## src/include/wbuf_defs.svh

```systemverilog
/*
 * Write buffer configuration
 * Sizes of the coalescing store buffer and the memory credit pool
 */
`ifndef WBUF_DEFS_SVH
`define WBUF_DEFS_SVH

// Number of coalescing entries
`define WBUF_ENTRIES 4

// Line address width in bits
`define WBUF_ADDR_W 16

// Line data width in bits
`define WBUF_DATA_W 32

// One enable bit per data byte
`define WBUF_BE_W (`WBUF_DATA_W / 8)

// Credits granted by memory after reset
`define WBUF_MEM_CREDITS 2

`endif
```

## src/logic/wbuf_mem_pkg.sv

```systemverilog
/*
 * Memory-side types of the write buffer
 * Credit pool for the memory write channel
 */
`default_nettype none

`include "wbuf_defs.svh"

package wbuf_mem_pkg;

    // Credit count, holds zero up to the full grant
    typedef logic [$clog2(`WBUF_MEM_CREDITS+1)-1:0] credit_t;

    // Count loaded at reset
    localparam credit_t CreditInit = credit_t'(`WBUF_MEM_CREDITS);

endpackage

`default_nettype wire

```

## src/logic/wbuf_core_pkg.sv

```systemverilog
/*
 * Core-side types of the write buffer
 * Write request fields and the payload kept per entry
 */
`default_nettype none

`include "wbuf_defs.svh"

package wbuf_core_pkg;

    // Line address of a core write
    typedef logic [`WBUF_ADDR_W-1:0] addr_t;

    // Line data, one word
    typedef logic [`WBUF_DATA_W-1:0] data_t;

    // Byte enables, one per data byte
    typedef logic [`WBUF_BE_W-1:0] be_t;

    // Index of a buffer entry
    typedef logic [$clog2(`WBUF_ENTRIES)-1:0] cbuf_id_t;

    // Payload held in the coalesce buffer
    // Enables accumulate as writes merge in
    typedef struct packed {
        data_t data;
        be_t   be;
    } cbuf_entry_t;

endpackage

`default_nettype wire

```

## src/logic/wbuf_top.sv

```systemverilog
/*
 * Write-coalescing store buffer
 * Merges core writes per line and sends them to memory in allocation order
 */
`timescale 1ns/1ps
`default_nettype none

`include "wbuf_defs.svh"

module wbuf_top (
    input  wire logic                 clk_i,
    input  wire logic                 rst_ni,
    input  wire logic                 core_wr_i,
    input  wire wbuf_core_pkg::addr_t core_addr_i,
    input  wire wbuf_core_pkg::data_t core_data_i,
    input  wire wbuf_core_pkg::be_t   core_be_i,
    output logic                      core_full_o,
    output logic                      mem_wr_o,
    output wbuf_core_pkg::addr_t      mem_addr_o,
    output wbuf_core_pkg::data_t      mem_data_o,
    output wbuf_core_pkg::be_t        mem_be_o,
    input  wire logic                 mem_credit_i
);

    import wbuf_core_pkg::*;
    import wbuf_mem_pkg::*;

    logic                     alloc, merge, push, send, consume;
    logic                     dir_hit, fifo_empty;
    cbuf_id_t                 alloc_id, merge_id, push_id, send_id, dir_hit_id, fifo_head;
    logic [`WBUF_ENTRIES-1:0] valid;
    cbuf_entry_t              send_payload;
    credit_t                  credits;

    assign mem_wr_o   = send;
    assign mem_data_o = send_payload.data;
    assign mem_be_o   = send_payload.be;

    wbuf_ctrl u_ctrl (
        .core_wr_i (core_wr_i), .dir_hit_i (dir_hit), .dir_hit_id_i (dir_hit_id),
        .alloc_id_i (alloc_id), .fifo_empty_i (fifo_empty), .fifo_head_i (fifo_head),
        .credit_avail_i (credits), .alloc_o (alloc), .merge_o (merge),
        .merge_id_o (merge_id), .push_o (push), .push_id_o (push_id),
        .send_o (send), .send_id_o (send_id), .consume_o (consume)
    );

    wbuf_cbuf #(
        .NumEntries (`WBUF_ENTRIES), .payload_t (cbuf_entry_t), .id_t (cbuf_id_t),
        .data_t (data_t), .be_t (be_t)
    ) u_cbuf (
        .clk_i (clk_i), .rst_ni (rst_ni), .alloc_i (alloc),
        .alloc_data_i ('{data: core_data_i, be: core_be_i}), .alloc_id_o (alloc_id),
        .full_o (core_full_o), .merge_i (merge), .merge_id_i (merge_id),
        .merge_data_i (core_data_i), .merge_be_i (core_be_i), .release_i (send),
        .release_id_i (send_id), .release_payload_o (send_payload), .valid_o (valid)
    );

    // Sending entry is excluded and its address feeds the memory request
    wbuf_addr_dir u_dir (
        .clk_i (clk_i), .rst_ni (rst_ni), .wr_i (alloc), .wr_id_i (push_id),
        .wr_addr_i (core_addr_i), .lookup_addr_i (core_addr_i), .valid_i (valid),
        .exclude_i (send), .exclude_id_i (send_id), .hit_o (dir_hit),
        .hit_id_o (dir_hit_id), .head_addr_o (mem_addr_o), .head_id_i (send_id)
    );

    wbuf_fifo #(.Depth (`WBUF_ENTRIES), .item_t (cbuf_id_t)) u_fifo (
        .clk_i (clk_i), .rst_ni (rst_ni), .push_i (push), .push_item_i (push_id),
        .pop_i (send), .head_item_o (fifo_head), .empty_o (fifo_empty)
    );

    wbuf_credit_cnt u_credit (
        .clk_i (clk_i), .rst_ni (rst_ni), .consume_i (consume),
        .return_i (mem_credit_i), .credit_avail_o (credits)
    );

endmodule

`default_nettype wire

```

## src/logic/wbuf_ctrl.sv

```systemverilog
/*
 * Write buffer control
 * Chooses merge or allocate per core write and sends the oldest entry
 * whenever memory has granted a credit
 */
`timescale 1ns/1ps
`default_nettype none

module wbuf_ctrl (
    // Core write strobe
    input  wire logic                    core_wr_i,

    // Directory lookup result
    input  wire logic                    dir_hit_i,
    input  wire wbuf_core_pkg::cbuf_id_t dir_hit_id_i,

    // Free slot offered by the buffer
    input  wire wbuf_core_pkg::cbuf_id_t alloc_id_i,

    // Queue head
    input  wire logic                    fifo_empty_i,
    input  wire wbuf_core_pkg::cbuf_id_t fifo_head_i,

    // Credits currently held
    input  wire wbuf_mem_pkg::credit_t   credit_avail_i,

    // Buffer strobes
    output logic                         alloc_o,
    output logic                         merge_o,
    output wbuf_core_pkg::cbuf_id_t      merge_id_o,

    // Queue push of the new entry
    output logic                         push_o,
    output wbuf_core_pkg::cbuf_id_t      push_id_o,

    // Send of the head entry
    output logic                         send_o,
    output wbuf_core_pkg::cbuf_id_t      send_id_o,
    output logic                         consume_o
);

    logic have_credit;

    // Sending needs at least one credit
    assign have_credit = (credit_avail_i != '0);

    // Merge into a pending entry on a directory hit
    // The directory already hides the entry being sent
    assign merge_o    = core_wr_i && dir_hit_i;
    assign merge_id_o = dir_hit_id_i;

    // Otherwise take the lowest free slot
    assign alloc_o = core_wr_i && !dir_hit_i;

    // New entries join the send order
    assign push_o    = alloc_o;
    assign push_id_o = alloc_id_i;

    // Oldest entry leaves when a credit is held
    // Same signal pops the queue and frees the slot
    assign send_o    = !fifo_empty_i && have_credit;
    assign send_id_o = fifo_head_i;

    // One credit per memory write
    assign consume_o = send_o;

endmodule

`default_nettype wire

```

## src/logic/wbuf_credit_cnt.sv

```systemverilog
/*
 * Memory credit counter
 * Tracks write credits held toward memory
 */
`timescale 1ns/1ps
`default_nettype none

module wbuf_credit_cnt (
    input  wire logic        clk_i,
    input  wire logic        rst_ni,
    input  wire logic        consume_i,
    input  wire logic        return_i,
    output wbuf_mem_pkg::credit_t credit_avail_o
);

    import wbuf_mem_pkg::*;

    credit_t count_q;

    assign credit_avail_o = count_q;

    // Spend on send, refill on each returned pulse
    always_ff @(posedge clk_i or negedge rst_ni) begin
        if (!rst_ni) begin
            count_q <= CreditInit;
        end else begin
            unique case ({consume_i, return_i})
                2'b10:   count_q <= count_q - 1'b1;
                2'b01:   count_q <= count_q + 1'b1;
                default: count_q <= count_q;
            endcase
        end
    end

endmodule

`default_nettype wire

```

## src/logic/wbuf_fifo.sv

```systemverilog
/*
 * In-order queue
 * Circular buffer of a generic item type with read and write pointers
 */
`timescale 1ns/1ps
`default_nettype none

module wbuf_fifo #(
    parameter int unsigned Depth = 4,
    parameter type item_t = logic
) (
    input  wire logic  clk_i,
    input  wire logic  rst_ni,
    input  wire logic  push_i,
    input  wire item_t push_item_i,
    input  wire logic  pop_i,
    output item_t      head_item_o,
    output logic       empty_o
);

    localparam int unsigned PtrW = (Depth > 1) ? $clog2(Depth) : 1;
    localparam int unsigned CntW = $clog2(Depth + 1);

    item_t             mem_q [Depth];
    logic [PtrW-1:0]   wr_ptr_q;
    logic [PtrW-1:0]   rd_ptr_q;
    logic [CntW-1:0]   count_q;
    logic              do_pop;

    assign empty_o     = (count_q == '0);
    assign head_item_o = mem_q[rd_ptr_q];

    // Ignore a pop on an empty queue
    assign do_pop = pop_i && !empty_o;

    always_ff @(posedge clk_i or negedge rst_ni) begin
        if (!rst_ni) begin
            wr_ptr_q <= '0;
            rd_ptr_q <= '0;
            count_q  <= '0;
        end else begin
            if (push_i) begin
                wr_ptr_q <= (wr_ptr_q == PtrW'(Depth - 1)) ? '0 : wr_ptr_q + 1'b1;
            end
            if (do_pop) begin
                rd_ptr_q <= (rd_ptr_q == PtrW'(Depth - 1)) ? '0 : rd_ptr_q + 1'b1;
            end
            // Push and pop together keep the count
            if (push_i && !do_pop) begin
                count_q <= count_q + 1'b1;
            end else if (!push_i && do_pop) begin
                count_q <= count_q - 1'b1;
            end
        end
    end

    // Item storage
    always_ff @(posedge clk_i) begin
        if (push_i) begin
            mem_q[wr_ptr_q] <= push_item_i;
        end
    end

endmodule

`default_nettype wire

```

## src/logic/wbuf_addr_dir.sv

```systemverilog
/*
 * Line-address directory
 * Finds the pending entry that an incoming write can merge into
 */
`timescale 1ns/1ps
`default_nettype none

`include "wbuf_defs.svh"

module wbuf_addr_dir (
    input  wire logic                      clk_i,
    input  wire logic                      rst_ni,
    input  wire logic                      wr_i,
    input  wire wbuf_core_pkg::cbuf_id_t   wr_id_i,
    input  wire wbuf_core_pkg::addr_t      wr_addr_i,
    input  wire wbuf_core_pkg::addr_t      lookup_addr_i,
    input  wire logic [`WBUF_ENTRIES-1:0]  valid_i,
    input  wire logic                      exclude_i,
    input  wire wbuf_core_pkg::cbuf_id_t   exclude_id_i,
    output logic                           hit_o,
    output wbuf_core_pkg::cbuf_id_t        hit_id_o,
    output wbuf_core_pkg::addr_t           head_addr_o,
    input  wire wbuf_core_pkg::cbuf_id_t   head_id_i
);

    import wbuf_core_pkg::*;

    localparam int unsigned NumEntries = `WBUF_ENTRIES;

    addr_t addr_q [NumEntries];

    // Address of the entry at the queue head
    assign head_addr_o = addr_q[head_id_i];

    // Match against pending entries only
    // The entry leaving this cycle can no longer take bytes
    always_comb begin
        hit_o    = 1'b0;
        hit_id_o = '0;
        for (int i = 0; i < NumEntries; i++) begin
            if (valid_i[i] && (addr_q[i] == lookup_addr_i) &&
                !(exclude_i && (exclude_id_i == cbuf_id_t'(i)))) begin
                hit_o    = 1'b1;
                hit_id_o = cbuf_id_t'(i);
            end
        end
    end

    // Record the line address on allocation
    always_ff @(posedge clk_i or negedge rst_ni) begin
        if (!rst_ni) begin
            for (int i = 0; i < NumEntries; i++) begin
                addr_q[i] <= '0;
            end
        end else if (wr_i) begin
            addr_q[wr_id_i] <= wr_addr_i;
        end
    end

endmodule

`default_nettype wire

```

## src/logic/wbuf_cbuf.sv

```systemverilog
/*
 * Coalesce buffer
 * Allocates payload entries, merges bytes into pending ones and releases them
 */
`timescale 1ns/1ps
`default_nettype none

`include "wbuf_defs.svh"

module wbuf_cbuf #(
    parameter int unsigned NumEntries = `WBUF_ENTRIES,
    parameter type payload_t = wbuf_core_pkg::cbuf_entry_t,
    parameter type id_t      = wbuf_core_pkg::cbuf_id_t,
    parameter type data_t    = wbuf_core_pkg::data_t,
    parameter type be_t      = wbuf_core_pkg::be_t
) (
    input  wire logic            clk_i,
    input  wire logic            rst_ni,
    input  wire logic            alloc_i,
    input  wire payload_t        alloc_data_i,
    output id_t                  alloc_id_o,
    output logic                 full_o,
    input  wire logic            merge_i,
    input  wire id_t             merge_id_i,
    input  wire data_t           merge_data_i,
    input  wire be_t             merge_be_i,
    input  wire logic            release_i,
    input  wire id_t             release_id_i,
    output payload_t             release_payload_o,
    output logic [NumEntries-1:0] valid_o
);

    localparam int unsigned BeW = $bits(be_t);

    payload_t              entries_q [NumEntries];
    payload_t              entries_d [NumEntries];
    logic [NumEntries-1:0] valid_q;
    logic [NumEntries-1:0] valid_d;

    // Full once every slot holds a pending write
    assign full_o  = &valid_q;
    assign valid_o = valid_q;

    // Read port for the entry leaving to memory
    assign release_payload_o = entries_q[release_id_i];

    // Priority encoder, lowest free slot wins
    // Slots released this cycle only count as free from the next one
    always_comb begin
        alloc_id_o = '0;
        for (int i = NumEntries - 1; i >= 0; i--) begin
            if (!valid_q[i]) begin
                alloc_id_o = id_t'(i);
            end
        end
    end

    always_comb begin
        valid_d   = valid_q;
        entries_d = entries_q;

        if (release_i) begin
            valid_d[release_id_i] = 1'b0;
        end

        // Overwrite enabled bytes, later write wins
        if (merge_i) begin
            for (int b = 0; b < BeW; b++) begin
                if (merge_be_i[b]) begin
                    entries_d[merge_id_i].data[8*b +: 8] = merge_data_i[8*b +: 8];
                end
            end
            entries_d[merge_id_i].be = entries_q[merge_id_i].be | merge_be_i;
        end

        // Fresh entry takes the whole payload
        if (alloc_i) begin
            valid_d[alloc_id_o]   = 1'b1;
            entries_d[alloc_id_o] = alloc_data_i;
        end
    end

    always_ff @(posedge clk_i or negedge rst_ni) begin
        if (!rst_ni) begin
            valid_q <= '0;
        end else begin
            valid_q <= valid_d;
        end
    end

    // Payload storage
    always_ff @(posedge clk_i) begin
        entries_q <= entries_d;
    end

endmodule

`default_nettype wire

```

## config.mk

```make
export PLATFORM = sky130hd
export DESIGN_NAME = wbuf_top
export DESIGN_NICKNAME = d
export VERILOG_FILES = /design/src/logic/wbuf_mem_pkg.sv /design/src/logic/wbuf_core_pkg.sv /design/src/logic/wbuf_top.sv /design/src/logic/wbuf_ctrl.sv /design/src/logic/wbuf_credit_cnt.sv /design/src/logic/wbuf_fifo.sv /design/src/logic/wbuf_addr_dir.sv /design/src/logic/wbuf_cbuf.sv
export VERILOG_INCLUDE_DIRS = /design/src /design/src/include
export SDC_FILE = /design/constraint.sdc
export NUM_CORES = 1
export LEC_CHECK = 0
export ABC_AREA = 1
export BUFFER_PORTS_ARGS = -buffer_cell sky130_fd_sc_hd__buf_2
export CORE_MARGIN = 8
export CORE_UTILIZATION = 55
export DETAILED_ROUTE_END_ITERATION = 6
export PLACE_DENSITY = 0.73
export SLEW_MARGIN = 20
export SYNTH_ARGS = -nofsm -noshare
export SYNTH_HDL_FRONTEND = slang
export SYNTH_HIERARCHICAL = 1
export SYNTH_SLANG_ARGS = --single-unit
```

## constraint.sdc

```tcl
create_clock -name clk_i -period 4.5 [get_ports clk_i]
set_input_delay 0.225 -clock clk_i [delete_from_list [all_inputs] [get_ports clk_i]]
set_output_delay 0.225 -clock clk_i [all_outputs]
set_load 0.005 [all_outputs]
```

==> results.sh, run 1 <==
export IMPL_setup_viol=0
export IMPL_wl_per_cell_um=16.6
export IMPL_via_count=12560
export IMPL_num_antenna_cells=0
export IMPL_synth_area_sq_um=12600
export IMPL_syn_nets=1904
export IMPL_min_path_type="input port to flip-flop"
export IMPL_stdcell_count=2235
export IMPL_synth_seq_area_share_pct=40.2
export IMPL_post_cts_resized=0
export IMPL_crit_slowest_cell="buf_4"
export IMPL_fin_crit_sh_pct=85.9
export IMPL_portBuffers=109
export IMPL_final_common_cell="nand2_1"
export IMPL_fill_cells=2021
export IMPL_skew_ns=0.0279
export IMPL_routed_via_density=5.62
export IMPL_cp_data_arrival_time_ns=3.64
export IMPL_hpwl_mm=23.7
export IMPL_drcViolationCount=0
export IMPL_final_cell_mix="nand2_1 (510), o21ai_0 (243), nor2_1 (230), dfxtp_1 (144), inv_1 (136)"
export IMPL_clk_pin_slew_ns=0.06
export IMPL_crit_path_max_fanout=85
export IMPL_first_global_vias=11944
export IMPL_grt_max_degree=86
export IMPL_htreeDepth=1
export IMPL_worstPathRequired_ns=4.28
export IMPL_clkLatencyLatePin_ns=0.54
export IMPL_grt_pass1_wl_mm=60.9
export IMPL_final_max_slew_viol_count=0
export IMPL_worstSetupStartpointType="flip-flop"
export IMPL_worstSetupPathType="flip-flop to output port"
export IMPL_rsz0062_at_grt="false"
export IMPL_fmax_ghz=0.259
export IMPL_cts_buffers_inserted=26
export IMPL_clk_path_buf_depth=3
export IMPL_cts_tree="done"
export IMPL_fp_coreArea_sq_um=22500
export IMPL_post_cts_buffers=0
export IMPL_drv_cap=0
export IMPL_cts_sinks=229
export IMPL_cp_cell_sequence="nand2_1, o211ai_1, nand2_4, buf_4, inv_2, buf_4, o21ai_0, o22ai_1, buf_2"
export IMPL_fp_dieH_um=167
export IMPL_routed_wirelength_mm=37.0
export IMPL_grt_overflow_total=0
export IMPL_power_density_nw_per_um2=822
export IMPL_ant_nets=0
export IMPL_clockRootBuffer="clkbuf_16"
export IMPL_netlist_instances=1840
export IMPL_drt_iter0_markers=1061
export IMPL_grtUsageTotal_pct=25.9
export IMPL_ios=110
export IMPL_dpl_instance_area_sq_um=13200
export IMPL_hold_viol=0
export IMPL_tns_ns=0
export IMPL_dr_pass1_iters=5
export IMPL_routabilityCongestion=0.888
export IMPL_yosys_cell_types_count=40
export IMPL_nets=1996
export IMPL_rows=55
export IMPL_p_leak_nw=6.91
export IMPL_drive_above_1_share_pct=13.0
export IMPL_dp_cells=2159
export IMPL_final_cell_area_sq_um=14400
export IMPL_worstMarginPinSlew_ns=0.942
export IMPL_syn2layout_area_growth_pct=14.4
export IMPL_antenna_found_initial=0
export IMPL_ys_warn_count=6
export IMPL_die_area_sq_um=27900
export IMPL_die_w_um=167
export IMPL_ys_ff_latch=229
export IMPL_status="complete, no violations"
export IMPL_finalCriticalPeriod_ns=3.87
export IMPL_cp_end_kind="output port"
export IMPL_cp_common_cell="buf_4"
export IMPL_peakVddDrop_uv=465
export IMPL_cpPeakStageDelay_ns=0.79
export IMPL_start_util_pct=55.8
export IMPL_syn_area_per_cell_sq_um=6.83
export IMPL_slew_headroom_pct=37.2
layer usage:
layer  global-route usage, %  vias to the layer above  share of wire, %
met5                       0                        -                 0
li1                        -                     6173                 -
met3                    3.67                       77               6.2
met2                    44.6                      475                48
met4                    8.54                        0               2.6
met1                    32.9                     5835                43
registers in the layout, summed over array words and instances, names as in the netlist:
register,count
u_fifo/wr_ptr_q,2
u_fifo/rd_ptr_q,2
u_cbuf/entries_q,144
u_fifo/mem_q,8
u_cbuf/valid_o,4
u_credit/credit_avail_o,2
u_dir/addr_q,64
u_fifo/count_q,3
worst max-delay path, delay by kind of cell, from the launching register on:
family,cells,cell delay [ns]
AND/OR/NAND/NOR,2,0.39
AO/OA/AOI/OAI,3,0.45
buffers and inverters,4,1.75
flip-flops,1,0.48
path summary, 6_finish.rpt:
check | slack [ns] | end | start | depth (start not counted)
worst max-delay path | 0.63 | mem_data_o[0] | u_fifo/rd_ptr_q[0] | 9
worst min-delay path | 0.02 | u_cbuf/entries_q[142] | core_data_i[30] | 3
worst max register to register | 0.93 | u_cbuf/entries_q[1] | u_fifo/rd_ptr_q[0] | 17
worst min register to register | 0.48 | u_credit/credit_avail_o[1] | u_credit/credit_avail_o[1] | 2
max in group asynchronous | 3.67 | u_dir/addr_q[49] | rst_ni | 2
min in group asynchronous | 0.29 | u_credit/credit_avail_o[0] | rst_ni | 2
logic make-up (layout without fill, tap and decap cells):
group / count (synthesis) / after routing / synth area share, %
AO/OA/AOI/OAI: 472 / 472 / 21.6
XOR/XNOR: 14 / 14 / 0.976
adder cells (fa/ha/maj): 8 / 8 / 0.856
buffers and inverters: 254 / 364 / 8.48
flip-flops: 229 / 229 / 40.2
AND/OR/NAND/NOR: 863 / 863 / 27.9
cells in the mapped netlist, drive strengths merged:
| cell | n | area share (%) |
|---|---|---|
| a21boi | 6 | 0.39 |
| a21oi | 38 | 1.5 |
| buf | 45 | 2.2 |
| clkbuf | 48 | 1.4 |
| clkinv | 1 | 0.030 |
| dfrtp | 76 | 15 |
| dfstp | 1 | 0.21 |
| dfxtp | 144 | 23 |
| edfxtp | 8 | 1.9 |
| fa | 1 | 0.16 |
| ha | 7 | 0.70 |
| inv | 160 | 4.8 |
| nand2 | 533 | 16 |
| nand3 | 86 | 3.8 |
| nand4 | 1 | 0.050 |
| nor2 | 240 | 7.4 |
| nor3 | 1 | 0.13 |
| o211ai | 39 | 3.1 |
| o21a | 32 | 1.9 |
| o21ai | 312 | 12 |
| o22ai | 43 | 2.1 |
| o31ai | 2 | 0.12 |
| or2 | 2 | 0.10 |
| xnor2 | 12 | 0.84 |
| xor2 | 2 | 0.14 |
cell type report:
| type | instances | area (sq um) | area share (%) |
|---|---|---|---|
| multi-input cells | 1357 | 6460 | 45.0 |
| flip-flops and latches | 229 | 5050 | 35.2 |
| repair buffers | 157 | 1000 | 6.96 |
| clock buffers | 39 | 823 | 5.73 |
| inverters | 161 | 604 | 4.21 |
| well taps | 285 | 357 | 2.48 |
| clock inverters | 7 | 71.3 | 0.496 |
where the power goes:
group / internal [mW] / switching [mW]
Clock: 1.32 / 0.859
Combinational: 2.21 / 3.66
Sequential: 3.08 / 0.684
through the flow:
| stage | total power [mW] | utilization, % | hold WS, ns | setup slack (ns) |
|---|---|---|---|---|
| final | 11.8 | 63.8 | 0.0239 | 0.635 |
| after global routing | 12.8 | 63.8 | 0.0375 | 0.407 |
| after CTS | 11.8 | 63.8 | 0.00849 | 0.655 |
| after detailed placement | 9.54 | 58.5 | 0.459 | 0.965 |
| after global placement | 9.38 | 58.5 | 0.449 | 1.14 |
| after floorplan | 7.58 | - | -0.0706 | 1.76 |
repair_timing:
item,4_1_cts,5_1_grt
hold endpoints to repair,145,0
hold buffers,30,0
setup endpoints to repair,0,0
No activity file was read; power rests on OpenSTA's default activity.
==> inputs of run 2 (changes only) <==
==> constraint.sdc (replaced) <==
create_clock -name clk_i -period 4.5 [get_ports clk_i]
set_input_delay 0 -clock clk_i [delete_from_list [all_inputs] [get_ports clk_i]]
set_output_delay 0 -clock clk_i [all_outputs]
set_load 0.005 [all_outputs]
==> results.sh, run 2 (synthesis gave the netlist of run 1 again) <==
export IMPL_cp_end_kind="output port"
export IMPL_dr_pass1_iters=6
export IMPL_slew_headroom_pct=29.5
export IMPL_worstSetupStartpointType="flip-flop"
export IMPL_worstPathRequired_ns=4.50
export IMPL_worstMarginPinSlew_ns=1.05
export IMPL_cp_common_cell="buf_4"
export IMPL_power_switching_mw=5.16
export IMPL_clk_path_buf_depth=3
export IMPL_routed_wirelength_mm=37.0
export IMPL_clkLatencyLatePin_ns=0.54
export IMPL_drive_above_1_share_pct=12.6
export IMPL_fill_cells=2018
export IMPL_nets=2018
export IMPL_drv_cap=0
export IMPL_final_common_cell="nand2_1"
export IMPL_post_cts_buffers=0
export IMPL_pwr_share_clk_pct=17.3
export IMPL_switching_share_pct=44.4
export IMPL_setup_viol=0
export IMPL_fin_util_pct=64.5
export IMPL_power_density_nw_per_um2=801
export IMPL_grt_overflow_total=0
export IMPL_clockRootBuffer="clkbuf_16"
export IMPL_wl_per_cell_um=16.4
export IMPL_p_comb_share_pct=50.3
export IMPL_fin_crit_sh_pct=81.2
export IMPL_largest_reg_flops=144
export IMPL_drt_iter0_markers=1207
export IMPL_first_global_vias=11966
export IMPL_p_int_mw=6.46
export IMPL_ant_nets=0
export IMPL_worstSetupPathType="flip-flop to output port"
export IMPL_largest_registers="u_cbuf/entries_q x144, u_dir/addr_q x64, u_fifo/mem_q x8"
export IMPL_drcViolationCount=0
export IMPL_grt_max_degree=86
export IMPL_fp_coreArea_sq_um=22500
export IMPL_tns_ns=0
export IMPL_peakVddDrop_uv=444
export IMPL_final_max_slew_viol_count=0
export IMPL_cp_cell_sequence="o211ai_1, nand2_2, buf_4, inv_1, buf_4, o21ai_0, o22ai_1, buf_2"
export IMPL_top_register="u_cbuf/entries_q"
export IMPL_final_cell_area_sq_um=14500
export IMPL_grt_pass1_wl_mm=60.8
export IMPL_antenna_found_initial=0
export IMPL_syn2layout_area_growth_pct=15.5
export IMPL_finalCriticalPeriod_ns=3.65
export IMPL_crit_path_max_fanout=29
export IMPL_die_area_sq_um=27900
export IMPL_seqPwrFrac_pct=32.4
export IMPL_skew_ns=0.0152
export IMPL_cp_data_arrival_time_ns=3.65
export IMPL_ios=110
export IMPL_area_sequential_sq_um=5050
export IMPL_start_util_pct=55.8
export IMPL_portBuffers=109
export IMPL_status="complete, no violations"
export IMPL_cts_buffers_inserted=26
export IMPL_hold_viol=0
export IMPL_crit_slowest_cell="inv_1"
export IMPL_routabilityCongestion=0.890
export IMPL_grtUsageTotal_pct=25.8
export IMPL_min_path_type="input port to flip-flop"
export IMPL_fp_dieH_um=167
export IMPL_clk_pin_slew_ns=0.06
export IMPL_final_cell_mix="nand2_1 (511), o21ai_0 (243), nor2_1 (230), dfxtp_1 (144), inv_1 (136)"
export IMPL_p_leak_nw=6.96
export IMPL_cts_sinks=229
export IMPL_dpl_instance_area_sq_um=13200
export IMPL_cpPeakStageDelay_ns=0.68
export IMPL_num_antenna_cells=0
export IMPL_hpwl_mm=23.7
export IMPL_cts_tree="done"
export IMPL_rsz0062_at_grt="false"
export IMPL_multi_input_area_sq_um=6460
export IMPL_rows=55
export IMPL_htreeDepth=1
export IMPL_fmax_ghz=0.274
export IMPL_die_w_um=167
export IMPL_via_count=12607
export IMPL_routed_via_density=5.58
## run 2: changes by cell type in the layout (fill, tap and decap cells not counted), moves of 2 or more
cell,before,now
buf_4,17,15
clkbuf_1,4,8
clkbuf_16,29,26
dlygate4sd3_1,30,54
## run 2: final timing paths
| kind | start | endpoint | slack [ns] | cells past startpoint |
|---|---|---|---|---|
| worst max register to register | u_fifo/rd_ptr_q[0] | u_cbuf/entries_q[42] | 0.93 | 17 |
| worst max-delay path | u_fifo/rd_ptr_q[0] | mem_be_o[1] | 0.85 | 8 |
| worst min-delay path | core_wr_i | u_fifo/wr_ptr_q[0] | 0.03 | 5 |
| worst min register to register | u_fifo/count_q[2] | u_fifo/count_q[2] | 0.48 | 2 |
| max in group asynchronous | rst_ni | u_dir/addr_q[47] | 3.92 | 2 |
| min in group asynchronous | rst_ni | u_credit/credit_avail_o[0] | 0.07 | 2 |
## run 2: per-stage QoR
stage / hold slack, ns / worst slack, ns / power (mW) / std cells
global placement: 0.224 / 1.13 / 9.38 / 2157
global route: 0.0914 / 0.564 / 12.6 / 2258
floorplan: -0.296 / 1.76 / 7.58 / 1840
finish: 0.0308 / 0.848 / 11.6 / 2258
detailed placement: 0.229 / 0.969 / 9.54 / 2157
CTS: 0.0236 / 0.697 / 11.6 / 2258
## run 2: routing by layer
layer  up-vias  wire (um)  share of wire [%]  track usage (%)
li1       6216          -                  -                -
met1      5839      15700                 42             32.8
met3        91       2410                6.5             4.07
met2       461      17600                 48             43.5
met4         0       1340                3.6             10.2
met5         -          0                  0                0
## run 2: worst max-delay path: cells and delay by family, from the launching register on
| kind | cells | cell delay, ns |
|---|---|---|
| buffers and inverters | 4 | 1.60 |
| AO/OA/AOI/OAI | 3 | 0.70 |
| flip-flops | 1 | 0.49 |
| AND/OR/NAND/NOR | 1 | 0.32 |
## run 2: cell type report
class | instances | area share [%]
inverters | 161 | 4.18
repair buffers | 179 | 8.44
well taps | 285 | 2.46
clock buffers | 40 | 5.26
clock inverters | 7 | 0.319
flip-flops and latches | 229 | 34.8
multi-input cells | 1357 | 44.5
## run 2: what timing repair did
item / CTS / global route
gates resized for setup: 0 / 1
setup endpoints to repair: 0 / 6
hold buffers: 54 / 0
hold endpoints to repair: 286 / 0
## run 2: power by group through the flow
stage | clock network, mW | logic [mW] | registers (mW)
6_report | 2.01 | 5.85 | 3.77
3_5_place_dp | 0 | 5.76 | 3.77
4_1_cts | 2.04 | 5.83 | 3.74
3_3_place_gp | 0 | 5.61 | 3.76
2_1_floorplan | 0 | 4.01 | 3.58
5_1_grt | 2.12 | 6.60 | 3.88
